File: src/mips_pkg.sv
package mips_pkg;

    typedef logic [31:0] word_t;
    typedef logic [4:0]  reg_addr_t;

    // Written by every link instruction
    localparam reg_addr_t link_reg = 5'd31;

    // Primary opcode, instr[31:26]
    typedef enum logic [5:0] {
        OP_SPECIAL = 6'b000000,
        OP_REGIMM  = 6'b000001,
        OP_J       = 6'b000010,
        OP_JAL     = 6'b000011,
        OP_BEQ     = 6'b000100,
        OP_BNE     = 6'b000101,
        OP_BLEZ    = 6'b000110,
        OP_BGTZ    = 6'b000111,
        OP_ADDI    = 6'b001000,
        OP_ADDIU   = 6'b001001,
        OP_SLTI    = 6'b001010,
        OP_SLTIU   = 6'b001011,
        OP_ANDI    = 6'b001100,
        OP_ORI     = 6'b001101,
        OP_XORI    = 6'b001110,
        OP_LUI     = 6'b001111,
        OP_LB      = 6'b100000,
        OP_LH      = 6'b100001,
        OP_LWL     = 6'b100010,
        OP_LW      = 6'b100011,
        OP_LBU     = 6'b100100,
        OP_LHU     = 6'b100101,
        OP_LWR     = 6'b100110,
        OP_SB      = 6'b101000,
        OP_SH      = 6'b101001,
        OP_SWL     = 6'b101010,
        OP_SW      = 6'b101011,
        OP_SWR     = 6'b101110,
        OP_LL      = 6'b110000,
        OP_PREF    = 6'b110011,
        OP_SC      = 6'b111000
    } opcode_t;

    // SPECIAL function field, instr[5:0]
    typedef enum logic [5:0] {
        F_SLL  = 6'b000000,
        F_SRL  = 6'b000010,
        F_SRA  = 6'b000011,
        F_SLLV = 6'b000100,
        F_SRLV = 6'b000110,
        F_SRAV = 6'b000111,
        F_JR   = 6'b001000,
        F_JALR = 6'b001001,
        F_SYNC = 6'b001111,
        F_ADD  = 6'b100000,
        F_ADDU = 6'b100001,
        F_SUB  = 6'b100010,
        F_SUBU = 6'b100011,
        F_AND  = 6'b100100,
        F_OR   = 6'b100101,
        F_XOR  = 6'b100110,
        F_NOR  = 6'b100111,
        F_SLT  = 6'b101010,
        F_SLTU = 6'b101011
    } funct_t;

    // REGIMM rt field, instr[20:16]
    typedef enum logic [4:0] {
        B_BLTZ   = 5'b00000,
        B_BGEZ   = 5'b00001,
        B_BLTZAL = 5'b10000,
        B_BGEZAL = 5'b10001
    } regimm_t;

    // NOP must stay at zero, it is the reset value
    typedef enum logic [5:0] {
        NOP = 6'd0,
        ADD, ADDU, SUB, SUBU, SLT, SLTU, AND, OR, XOR, NOR,
        SLL, SRL, SRA, SLLV, SRLV, SRAV,
        JR, JALR,
        ADDI, ADDIU, SLTI, SLTIU, ANDI, ORI, XORI, LUI,
        BEQ, BNE, BGTZ, BLEZ, BGEZ, BLTZ, BGEZAL, BLTZAL,
        J, JAL,
        LB, LBU, LH, LHU, LW, LWL, LWR,
        SB, SH, SW, SWL, SWR,
        RESERVED
    } decoded_op_t;

    typedef enum logic [3:0] {
        ALU_NONE  = 4'd0,
        ALU_ADD   = 4'd1,
        ALU_ADDU  = 4'd2,
        ALU_SUB   = 4'd3,
        ALU_SUBU  = 4'd4,
        ALU_SLT   = 4'd5,
        ALU_SLTU  = 4'd6,
        ALU_AND   = 4'd7,
        ALU_OR    = 4'd8,
        ALU_XOR   = 4'd9,
        ALU_NOR   = 4'd10,
        ALU_SLL   = 4'd11,
        ALU_SRL   = 4'd12,
        ALU_SRA   = 4'd13,
        ALU_LUI   = 4'd14,
        ALU_PASSA = 4'd15
    } alu_func_t;

    typedef enum logic {
        REGB = 1'b0,
        IMM  = 1'b1
    } alu_src_t;

    typedef enum logic [2:0] {
        T_NONE = 3'd0,
        T_BEQ  = 3'd1,
        T_BNE  = 3'd2,
        T_BGEZ = 3'd3,
        T_BLTZ = 3'd4,
        T_BGTZ = 3'd5,
        T_BLEZ = 3'd6
    } branch_type_t;

endpackage

File: src/op_decode.sv
`timescale 1ns/1ns

module op_decode (
    input  mips_pkg::word_t       instr,
    output mips_pkg::decoded_op_t op,
    output logic                  reserved
);
    import mips_pkg::*;

    opcode_t opcode;
    funct_t  funct;
    regimm_t regimm;

    assign opcode = opcode_t'(instr[31:26]);
    assign funct  = funct_t'(instr[5:0]);
    assign regimm = regimm_t'(instr[20:16]);

    always_comb begin
        op = RESERVED;
        case (opcode)
            OP_SPECIAL: begin
                case (funct)
                    F_ADD:   op = ADD;
                    F_ADDU:  op = ADDU;
                    F_SUB:   op = SUB;
                    F_SUBU:  op = SUBU;
                    F_SLT:   op = SLT;
                    F_SLTU:  op = SLTU;
                    F_AND:   op = AND;
                    F_OR:    op = OR;
                    F_XOR:   op = XOR;
                    F_NOR:   op = NOR;
                    F_SLL:   op = SLL;
                    F_SRL:   op = SRL;
                    F_SRA:   op = SRA;
                    F_SLLV:  op = SLLV;
                    F_SRLV:  op = SRLV;
                    F_SRAV:  op = SRAV;
                    F_JR:    op = JR;
                    F_JALR:  op = JALR;
                    // No memory ordering to enforce here
                    F_SYNC:  op = NOP;
                    default: op = RESERVED;
                endcase
            end
            OP_REGIMM: begin
                case (regimm)
                    B_BGEZ:   op = BGEZ;
                    B_BLTZ:   op = BLTZ;
                    B_BGEZAL: op = BGEZAL;
                    B_BLTZAL: op = BLTZAL;
                    default:  op = RESERVED;
                endcase
            end
            OP_J:     op = J;
            OP_JAL:   op = JAL;
            OP_BEQ:   op = BEQ;
            OP_BNE:   op = BNE;
            OP_BLEZ:  op = BLEZ;
            OP_BGTZ:  op = BGTZ;

            OP_ADDI:  op = ADDI;
            OP_ADDIU: op = ADDIU;
            OP_SLTI:  op = SLTI;
            OP_SLTIU: op = SLTIU;
            OP_ANDI:  op = ANDI;
            OP_ORI:   op = ORI;
            OP_XORI:  op = XORI;
            OP_LUI:   op = LUI;

            OP_LB:    op = LB;
            OP_LBU:   op = LBU;
            OP_LH:    op = LH;
            OP_LHU:   op = LHU;
            OP_LW:    op = LW;
            OP_LWL:   op = LWL;
            OP_LWR:   op = LWR;
            OP_SB:    op = SB;
            OP_SH:    op = SH;
            OP_SW:    op = SW;
            OP_SWL:   op = SWL;
            OP_SWR:   op = SWR;

            // Single core, no link bit to track
            OP_LL:    op = LW;
            OP_SC:    op = SW;
            // Prefetch is only a hint
            OP_PREF:  op = NOP;

            default:  op = RESERVED;
        endcase
    end

    assign reserved = (op == RESERVED);

endmodule

File: src/control_gen.sv
`timescale 1ns/1ns

module control_gen (
    input  mips_pkg::decoded_op_t  op,
    output logic                   regwrite,
    output logic                   memtoreg,
    output logic                   memwrite,
    output logic                   zeroext,
    output logic                   shamt_valid,
    output logic                   branch,
    output logic                   jump,
    output logic                   jr,
    output logic                   is_link,
    output mips_pkg::alu_src_t     alusrc,
    output mips_pkg::alu_func_t    alufunc,
    output mips_pkg::branch_type_t branch_type
);
    import mips_pkg::*;

    // Enables and operand source
    always_comb begin
        regwrite    = 1'b0;
        memtoreg    = 1'b0;
        memwrite    = 1'b0;
        zeroext     = 1'b0;
        shamt_valid = 1'b0;
        branch      = 1'b0;
        jump        = 1'b0;
        jr          = 1'b0;
        is_link     = 1'b0;
        alusrc      = REGB;
        case (op)
            ADD, ADDU, SUB, SUBU, SLT, SLTU, AND, OR, XOR, NOR,
            SLLV, SRLV, SRAV: begin
                regwrite = 1'b1;
            end
            SLL, SRL, SRA: begin
                regwrite    = 1'b1;
                shamt_valid = 1'b1;
            end
            ADDI, ADDIU, SLTI, SLTIU, LUI: begin
                regwrite = 1'b1;
                alusrc   = IMM;
            end
            ANDI, ORI, XORI: begin
                regwrite = 1'b1;
                alusrc   = IMM;
                zeroext  = 1'b1;
            end
            BEQ, BNE, BGEZ, BLTZ, BGTZ, BLEZ: begin
                branch = 1'b1;
            end
            BGEZAL, BLTZAL: begin
                branch   = 1'b1;
                regwrite = 1'b1;
                is_link  = 1'b1;
            end
            J: begin
                jump = 1'b1;
            end
            JAL: begin
                jump     = 1'b1;
                regwrite = 1'b1;
                is_link  = 1'b1;
            end
            JR: begin
                jump = 1'b1;
                jr   = 1'b1;
            end
            JALR: begin
                jump     = 1'b1;
                jr       = 1'b1;
                regwrite = 1'b1;
                is_link  = 1'b1;
            end
            LB, LBU, LH, LHU, LW, LWL, LWR: begin
                regwrite = 1'b1;
                memtoreg = 1'b1;
                alusrc   = IMM;
            end
            SB, SH, SW, SWL, SWR: begin
                memwrite = 1'b1;
                alusrc   = IMM;
            end
            default: ;
        endcase
    end

    // ALU function, shared by register and immediate forms
    always_comb begin
        case (op)
            ADD, ADDI:    alufunc = ALU_ADD;
            ADDU, ADDIU:  alufunc = ALU_ADDU;
            SUB:          alufunc = ALU_SUB;
            SUBU:         alufunc = ALU_SUBU;
            SLT, SLTI:    alufunc = ALU_SLT;
            SLTU, SLTIU:  alufunc = ALU_SLTU;
            AND, ANDI:    alufunc = ALU_AND;
            OR, ORI:      alufunc = ALU_OR;
            XOR, XORI:    alufunc = ALU_XOR;
            NOR:          alufunc = ALU_NOR;
            SLL, SLLV:    alufunc = ALU_SLL;
            SRL, SRLV:    alufunc = ALU_SRL;
            SRA, SRAV:    alufunc = ALU_SRA;
            LUI:          alufunc = ALU_LUI;
            // Jump target comes through on port A
            JR, JALR:     alufunc = ALU_PASSA;
            default:      alufunc = ALU_NONE;
        endcase
    end

    always_comb begin
        case (op)
            BEQ:            branch_type = T_BEQ;
            BNE:            branch_type = T_BNE;
            BGEZ, BGEZAL:   branch_type = T_BGEZ;
            BLTZ, BLTZAL:   branch_type = T_BLTZ;
            BGTZ:           branch_type = T_BGTZ;
            BLEZ:           branch_type = T_BLEZ;
            default:        branch_type = T_NONE;
        endcase
    end

endmodule

File: src/operand_select.sv
`timescale 1ns/1ns

module operand_select (
    input  mips_pkg::decoded_op_t op,
    input  mips_pkg::word_t       instr,
    output mips_pkg::reg_addr_t   srcrega,
    output mips_pkg::reg_addr_t   srcregb,
    output mips_pkg::reg_addr_t   destreg
);
    import mips_pkg::*;

    reg_addr_t rs;
    reg_addr_t rt;
    reg_addr_t rd;

    assign rs = instr[25:21];
    assign rt = instr[20:16];
    assign rd = instr[15:11];

    always_comb begin
        srcrega = '0;
        srcregb = '0;
        destreg = '0;
        case (op)
            ADD, ADDU, SUB, SUBU, SLT, SLTU, AND, OR, XOR, NOR,
            SLLV, SRLV, SRAV: begin
                srcrega = rs;
                srcregb = rt;
                destreg = rd;
            end
            // Shift amount comes from the shamt field, rs unused
            SLL, SRL, SRA: begin
                srcregb = rt;
                destreg = rd;
            end
            ADDI, ADDIU, SLTI, SLTIU, ANDI, ORI, XORI,
            LB, LBU, LH, LHU, LW, LWL, LWR: begin
                srcrega = rs;
                destreg = rt;
            end
            LUI: destreg = rt;
            BEQ, BNE,
            SB, SH, SW, SWL, SWR: begin
                srcrega = rs;
                srcregb = rt;
            end
            BGEZ, BLTZ, BGTZ, BLEZ, JR: srcrega = rs;
            BGEZAL, BLTZAL, JALR: begin
                srcrega = rs;
                destreg = link_reg;
            end
            JAL: destreg = link_reg;
            default: ;
        endcase
    end

endmodule

File: src/decode_stage.sv
`timescale 1ns/1ns

module decode_stage (
    input  logic                   clk,
    input  logic                   arst_n,
    input  mips_pkg::word_t        instr,
    output mips_pkg::decoded_op_t  op,
    output logic                   exception_ri,
    output logic                   regwrite,
    output logic                   memtoreg,
    output logic                   memwrite,
    output logic                   zeroext,
    output logic                   shamt_valid,
    output logic                   branch,
    output logic                   jump,
    output logic                   jr,
    output logic                   is_link,
    output mips_pkg::alu_src_t     alusrc,
    output mips_pkg::alu_func_t    alufunc,
    output mips_pkg::branch_type_t branch_type,
    output mips_pkg::reg_addr_t    srcrega,
    output mips_pkg::reg_addr_t    srcregb,
    output mips_pkg::reg_addr_t    destreg
);
    import mips_pkg::*;

    decoded_op_t  dec_op;
    logic         dec_reserved;
    logic         dec_regwrite;
    logic         dec_memtoreg;
    logic         dec_memwrite;
    logic         dec_zeroext;
    logic         dec_shamt_valid;
    logic         dec_branch;
    logic         dec_jump;
    logic         dec_jr;
    logic         dec_is_link;
    alu_src_t     dec_alusrc;
    alu_func_t    dec_alufunc;
    branch_type_t dec_branch_type;
    reg_addr_t    dec_srcrega;
    reg_addr_t    dec_srcregb;
    reg_addr_t    dec_destreg;

    op_decode op_decode_inst (
        .instr    (instr),
        .op       (dec_op),
        .reserved (dec_reserved)
    );

    control_gen control_gen_inst (
        .op          (dec_op),
        .regwrite    (dec_regwrite),
        .memtoreg    (dec_memtoreg),
        .memwrite    (dec_memwrite),
        .zeroext     (dec_zeroext),
        .shamt_valid (dec_shamt_valid),
        .branch      (dec_branch),
        .jump        (dec_jump),
        .jr          (dec_jr),
        .is_link     (dec_is_link),
        .alusrc      (dec_alusrc),
        .alufunc     (dec_alufunc),
        .branch_type (dec_branch_type)
    );

    operand_select operand_select_inst (
        .op      (dec_op),
        .instr   (instr),
        .srcrega (dec_srcrega),
        .srcregb (dec_srcregb),
        .destreg (dec_destreg)
    );

    // Decode to execute pipeline register
    always_ff @(posedge clk or negedge arst_n) begin
        if (!arst_n) begin
            op           <= NOP;
            exception_ri <= 1'b0;
            regwrite     <= 1'b0;
            memtoreg     <= 1'b0;
            memwrite     <= 1'b0;
            zeroext      <= 1'b0;
            shamt_valid  <= 1'b0;
            branch       <= 1'b0;
            jump         <= 1'b0;
            jr           <= 1'b0;
            is_link      <= 1'b0;
            alusrc       <= REGB;
            alufunc      <= ALU_NONE;
            branch_type  <= T_NONE;
            srcrega      <= '0;
            srcregb      <= '0;
            destreg      <= '0;
        end else begin
            op           <= dec_op;
            exception_ri <= dec_reserved;
            regwrite     <= dec_regwrite;
            memtoreg     <= dec_memtoreg;
            memwrite     <= dec_memwrite;
            zeroext      <= dec_zeroext;
            shamt_valid  <= dec_shamt_valid;
            branch       <= dec_branch;
            jump         <= dec_jump;
            jr           <= dec_jr;
            is_link      <= dec_is_link;
            alusrc       <= dec_alusrc;
            alufunc      <= dec_alufunc;
            branch_type  <= dec_branch_type;
            srcrega      <= dec_srcrega;
            srcregb      <= dec_srcregb;
            destreg      <= dec_destreg;
        end
    end

endmodule

File: config.mk
export PLATFORM = sky130hd
export DESIGN_NAME = decode_stage
export DESIGN_NICKNAME = d
export VERILOG_FILES = /design/src/mips_pkg.sv /design/src/op_decode.sv /design/src/control_gen.sv /design/src/operand_select.sv /design/src/decode_stage.sv
export SDC_FILE = /design/constraint.sdc
export NUM_CORES = 1
export LEC_CHECK = 0
export BUFFER_PORTS_ARGS = -buffer_cell sky130_fd_sc_hd__clkbuf_2
export CORE_ASPECT_RATIO = 0.7
export CORE_MARGIN = 5
export CORE_UTILIZATION = 30
export CTS_CLUSTER_SIZE = 12
export DETAILED_ROUTE_END_ITERATION = 10
export HOLD_SLACK_MARGIN = 0.03
export PLACE_DENSITY = 0.52
export SYNTH_ARGS = -nofsm -noshare
export SYNTH_HDL_FRONTEND = slang
export SYNTH_HIERARCHICAL = 1
export SYNTH_SLANG_ARGS = --single-unit
File: constraint.sdc
create_clock -name clk -period 0.8 [get_ports clk]
set_clock_uncertainty 0.2 [all_clocks]
set_input_delay 0.12 -clock clk [delete_from_list [all_inputs] [get_ports clk]]
set_output_delay 0.12 -clock clk [all_outputs]
set_load 0.005 [all_outputs]
-- Word level (Yosys, flattened, before mapping)
Memories as Yosys holds them, arrays and structs flattened.
Index checks and enable logic that the tools add are counted.
- register bits: 39
- bits in latches: 0
- memory bits (writable): 0
- memory bits (read-only): 512
- input port bits: 34
- output and inout bits: 39
- memories kept: 2
- memories (name ; words ; bits a word ; read ports ; clocked after Yosys merged registers in ; write ports ; RTL line ; source):
    (no name shown) ; 64 ; 6 ; 1 ; 0 ; 0 ; op_decode.sv:22 ; case (funct)
    (no name shown) ; 32 ; 4 ; 1 ; 0 ; 0 ; control_gen.sv:91 ; case (op)
- add/subtract/negate cells: 0
- multiply operators: 0
- divide/modulo/power cells: 0
- magnitude comparators: 0
- equality and inequality tests: 82
- shifts and indexed selects: 0
- muxes and demuxes: 17
- bitwise operators: 0
- reductions and logical operators: 20
- operators by type and width (kind ; number):
    equality test 6 bit (second input constant) ; 33
    case mux 6 bit (29 select lines) ; 1
    equality test 6 x 4 -> 1 bit (second input constant) ; 16
    equality test 6 x 5 -> 1 bit (second input constant) ; 16
    equality test 6 x 3 -> 1 bit (second input constant) ; 8
    OR reduction 42 bit ; 1
    OR reduction 35 bit ; 1
    equality test 6 x 2 -> 1 bit (second input constant) ; 4
    case mux 6 bit (4 select lines) ; 1
    OR reduction 23 bit ; 1
    OR reduction 20 bit ; 1
    case mux 3 bit (6 select lines) ; 1
    OR reduction 16 bit ; 1
    case mux 5 bit (3 select lines) ; 1
    OR reduction 15 bit ; 1
    equality test 6 x 1 -> 1 bit (second input constant) ; 2
    equality test 5 bit (second input constant) ; 2
    2-to-1 mux 1 bit ; 10
    2-to-1 mux 5 bit ; 2
    OR reduction 2 bit ; 5
    OR reduction 4 bit ; 2
    OR reduction 8 bit ; 1
    OR reduction 7 bit ; 1
    logical NOT 6 bit ; 1
    5 further kinds ; 6

-- Logic depth before layout (Yosys ltp)
- word-level depth: 6
- gate-level depth with buffers: 16
- mapped depth without buffers: 15

-- Cells and area by module
Netlist, hierarchy kept.
- modules (own cells, without submodules) (module ; instances ; cells each ; area each (sq um) ; seq. area each (sq um)):
    op_decode ; 1 ; 161 ; 1042.2 ; 0.0
    decode_stage ; 1 ; 39 ; 975.9 ; 975.9
    control_gen ; 1 ; 108 ; 650.6 ; 0.0
    operand_select ; 1 ; 60 ; 449.2 ; 0.0

-- Least setup slack after synthesis
Ideal clock, no wire load.
- kind: input -> register
- start point: input instr[31]
- end point: register regwrite
- data arrival time: 2.936 ns
- required time: 0.469 ns
- setup slack: -2.467 ns
- stages on the path: 12
- path buffers: 1
- path through: nor2b_1 -> nor2_1 -> o221a_2 -> o31ai_1 -> inv_1 -> ha_1 -> clkbuf_1 -> or3_1 -> a21oi_1 -> nor4_1 -> a31oi_1 -> o211ai_2
- longest elaborated chain between the ends: 6
- elaborated cells between the ends (all ways): 71
- those cells by class: 65 x eq/ne; 2 x mux; 4 x reduce/logical
- ends and longest elaborated chain (item ; RTL line ; source):
    start, declared ; decode_stage.sv:6 ; input mips_pkg::word_t instr,
    equality test 6 bit ; op_decode.sv:20 ; case (opcode)
    OR reduction 2 bit (no source line) ; -- ;
    case mux 6 bit (29 select lines) (*) ; op_decode.sv:20 ;
    via dec_op[1] ; decode_stage.sv:27 ; decoded_op_t dec_op;
    equality test 6 x 1 -> 1 bit (tied with other cells) ; control_gen.sv:32 ; case (op)
    OR reduction 35 bit (no source line) (*) ; -- ;
    2-to-1 mux 1 bit (*) ; control_gen.sv:32 ;
    via dec_regwrite ; decode_stage.sv:29 ; logic dec_regwrite;
    end signal, assigned ; decode_stage.sv:98 ; regwrite <= dec_regwrite;
    end, declared ; decode_stage.sv:9 ; output logic regwrite,
The timed path passes the listed nets; every way through them passes the cells marked *.

-- Worst setup path in the final report
- start point: input instr[1]
- end point: register regwrite
- longest elaborated chain between the ends: 5
- elaborated cells between the ends (all ways): 39
- those cells by class: 35 x eq/ne; 2 x mux; 1 x reduce/logical; 1 x memory
- ends and longest elaborated chain (item ; RTL line):
    memory read (64 x 6 bit) (*) ; --
    case mux 6 bit (29 select lines) (*) ; op_decode.sv:20
    via dec_op[0] ; decode_stage.sv:27
    equality test 6 x 1 -> 1 bit (tied with other cells) ; control_gen.sv:32
    OR reduction 35 bit (no source line) (*) ; --
    2-to-1 mux 1 bit (*) ; control_gen.sv:32
    via dec_regwrite ; decode_stage.sv:29
Marks and branches as above.

==> flow_metrics.py <==
metrics = {
    "timing": {
        "maxSlewHeadroom_pct": 69.6,
        "tightest_slew_ps": 457,
        "finalCriticalPeriod_ps": 2760,
        "rsz0062_at_grt": "yes",
        "finalCritPeriodShare_pct": 345,
        "fmax_mhz": 363,
        "finalSetupViolations": 78,
        "whs_ps": -143,
        "finalHoldViolCount": 11,
        "slew_violations": 0,
        "setup_ws_ps": -1960,
    },
    "power": {
        "ir_worst_vdd_v": 0.000801,
        "clkPwrFrac_pct": 26.5,
        "total_power_mw": 8.66,
        "power.density_mw_per_mm2": 1450,
        "power_switching_share_pct": 33.1,
        "p_leak_nw": 2.70,
        "share_comb_of_total_power_pct": 47.4,
        "seq_power_share_pct": 26.1,
        "p_int_mw": 5.80,
        "p_sw_mw": 2.87,
    },
    "cells_and_area": {
        "fin_cells": 715,
        "antenna_cells": 0,
        "n_fill_cell": 833,
        "nets": 630,
        "final_core_util_pct": 58.4,
        "drive_above_1_share_pct": 64.5,
        "syn_to_final_growth_pct": 91.9,
    },
    "synth": {
        "ys.flop_type": "dfrtp_1",
        "netlist_area_mm2": 0.00312,
        "synth_top_area_share_pct": 31.3,
        "synthArstFlopShare_pct": 100,
        "ys_ff_latch": 39,
        "syn_nets": 416,
        "ys_types": 67,
        "syn_inst": 368,
        "avgSynthCellArea_um2": 8.47,
        "synthTopCellsByArea": "dfrtp_1 (31%), ha_1 (5.6%), nor2b_1 (5.4%)",
        "synth_largest_area_cell": "dfrtp_1",
        "synth-seq-area-share_pct": 31.3,
        "yosysWarnings": 6,
        "synth_edf_count": 0,
    },
    "global_routing": {
        "antenna_found_initial": 0,
        "grt_util_all_layers_pct": 17.1,
        "grt_overflow": 0,
        "grt_max_degree": 40,
        "grt_first_pass_wirelength_um": 18000,
        "grt_pass1_vias": 3660,
    },
    "critical_path": {
        "path_cells": "buf_8, clkinvlp_4, ha_4, a21oi_2, o311ai_2, a31oi_1, nor3b_4, inv_4, inv_4, ha_4, or4b_4, a21oi_4, o21ai_2, nand3_2, o211ai_2",
        "cp_data_required_time_ps": 760,
        "crit_path_max_incr_delay_ps": 560,
        "path_buf_inv": 4,
        "end_kind": "flop",
        "crit_slowest_cell": "or4b_4",
        "crit_type": "primary input to flop",
        "crit_path_start_kind": "primary input",
        "cp.arrival_ps": 2710,
        "cp-startpoint": "instr[1]",
        "cp.depth": 15,
        "endpoint": "regwrite",
        "cp_top_family": "compound AO/OA/AOI/OAI gates",
        "critPathMaxFanout": 5,
    },
    "floorplanning": {
        "die_area_mm2": 0.0126,
        "num_rows": 31,
        "start_util_pct": 30.4,
        "die_h_um": 95.3,
        "boundaryPins": 73,
        "die_w_um": 132,
        "core_mm2": 0.0102,
    },
    "clocking": {
        "cts_tree": "built",
        "clk_pin_slew_ps": 60,
        "cts_sinks": 39,
        "clk_path_buf_depth": 2,
        "h-tree-depth": 2,
        "ctsHoldBuffers": 1,
        "cts_root_buf": "clkbuf_16",
        "cts_buffers": 5,
    },
    "placed_design": {
        "dp.cells": 656,
        "place_congestion": 0.901,
        "place_hpwl_um": 7550,
        "portBuffers": 67,
    },
    "drt": {
        "wl_per_cell_um": 16.6,
        "routed_wl_um": 11900,
        "viasPerCell": 5.23,
        "drt_iter0_drc": 261,
        "num_vias": 3738,
        "drcViolationCount": 0,
        "dr.pass1.iters": 5,
        "drtAntennaViolNets": 0,
    },
    "job": {
        "maxCapViolCount": 0,
    },
    "worst_hold_path": {
        "hold_path.class": "primary input to flop",
    },
    "outcome": {
        "failed_checks": "negative hold slack, negative setup slack",
        "status": "complete, but fails checks",
    },
}
==> metal layers <==
metal,vias to the layer above,global-route usage [%],routed length (um)
met4,0,3.51,166
met5,-,0,0
met2,118,28.0,5730
met3,21,3.16,606
li1,1775,-,-
met1,1824,23.7,5370
==> cell usage after synthesis (10+ instances only) <==
cell	n
a211oi_1	10
buf_2	13
inv_1	15
a21oi_1	15
ha_1	14
dfrtp_1	39
nor2_1	27
a31oi_1	10
nand2_1	31
nand3_1	12
o21ai_0	14
nor2b_1	27
==> how the worst min path moves through the flow <==
stage	startpoint	to	depth (start not counted)
finish	instr[25]	srcrega[4]	2
global route	instr[22]	srcrega[1]	2
CTS	instr[22]	srcrega[1]	2
detailed placement	arst_n	srcrega[3]	2
global placement	arst_n	srcregb[2]	2
floorplan	arst_n	alufunc[0]	0
==> cell type report <==
cell class | instances | area (um^2) | area share [%]
repair buffers | 235 | 1920 | 32.2
multi-input cells | 284 | 2670 | 44.6
flip-flops and latches | 39 | 976 | 16.3
clock inverters | 3 | 43.8 | 0.732
well taps | 132 | 165 | 2.76
clock buffers | 5 | 125 | 2.09
inverters | 17 | 77.6 | 1.30
==> power by group through the flow <==
| stage | sequential [mW] | clock [mW] | combinational, mW |
|---|---|---|---|
| 2_1_floorplan | 2.32 | 0 | 1.49 |
| 3_3_place_gp | 2.29 | 0 | 2.71 |
| 3_5_place_dp | 2.30 | 0 | 2.73 |
| 4_1_cts | 2.26 | 2.32 | 3.39 |
| 5_1_grt | 2.28 | 2.44 | 4.39 |
| 6_report | 2.26 | 2.30 | 4.10 |
==> timing repair <==
item,CTS,global route
cloned,0,1
buffers inserted,26,29
setup endpoints to repair,78,85
pin swaps,40,55
hold endpoints to repair,53,12
gates resized for setup,102,110
==> sequential cells by signal, summed over array words and instances, names as in the netlist, 3 cells and up <==
name and flops:
branch_type 3, srcrega 5, srcregb 5, op 6
destreg 5, alufunc 4
==> stage by stage <==
| step | instance area (um^2) | hold WS (ps) | setup WS [ps] | setup TNS (ps) |
|---|---|---|---|---|
| floorplan | 3360 | -376 | -1920 | -57470 |
| global placement | 4530 | -92.5 | -2380 | -77580 |
| detailed placement | 4530 | -92.2 | -2370 | -77550 |
| CTS | 5380 | -135 | -1880 | -73040 |
| global route | 5980 | -135 | -2040 | -78300 |
| finish | 5980 | -143 | -1960 | -73140 |
==> cell usage in the layout, fill, tap and decap left out, drive strengths merged, types with 13 or more instances in the layout <==
master  count
buf       175
clkbuf     64
dfrtp      39
nand2      31
nor2b      27
nor2       27
o21ai      22
inv        16
a21oi      16
ha         14
nand3      13
==> kinds of logic (layout without fill, tap and decap cells) <==
family          Yosys count  in the layout  share of synthesized area [%]
fa+ha+maj                14             14                           5.62
simple gates            162            162                           29.9
xor+xnor                  4              4                           1.12
mux                       3              3                          0.963
compound gates          101            101                           23.4
buf+inv                  45            260                           7.62
flops                    39             39                           31.3
Note: power is estimated with default switching activity, not from simulation.
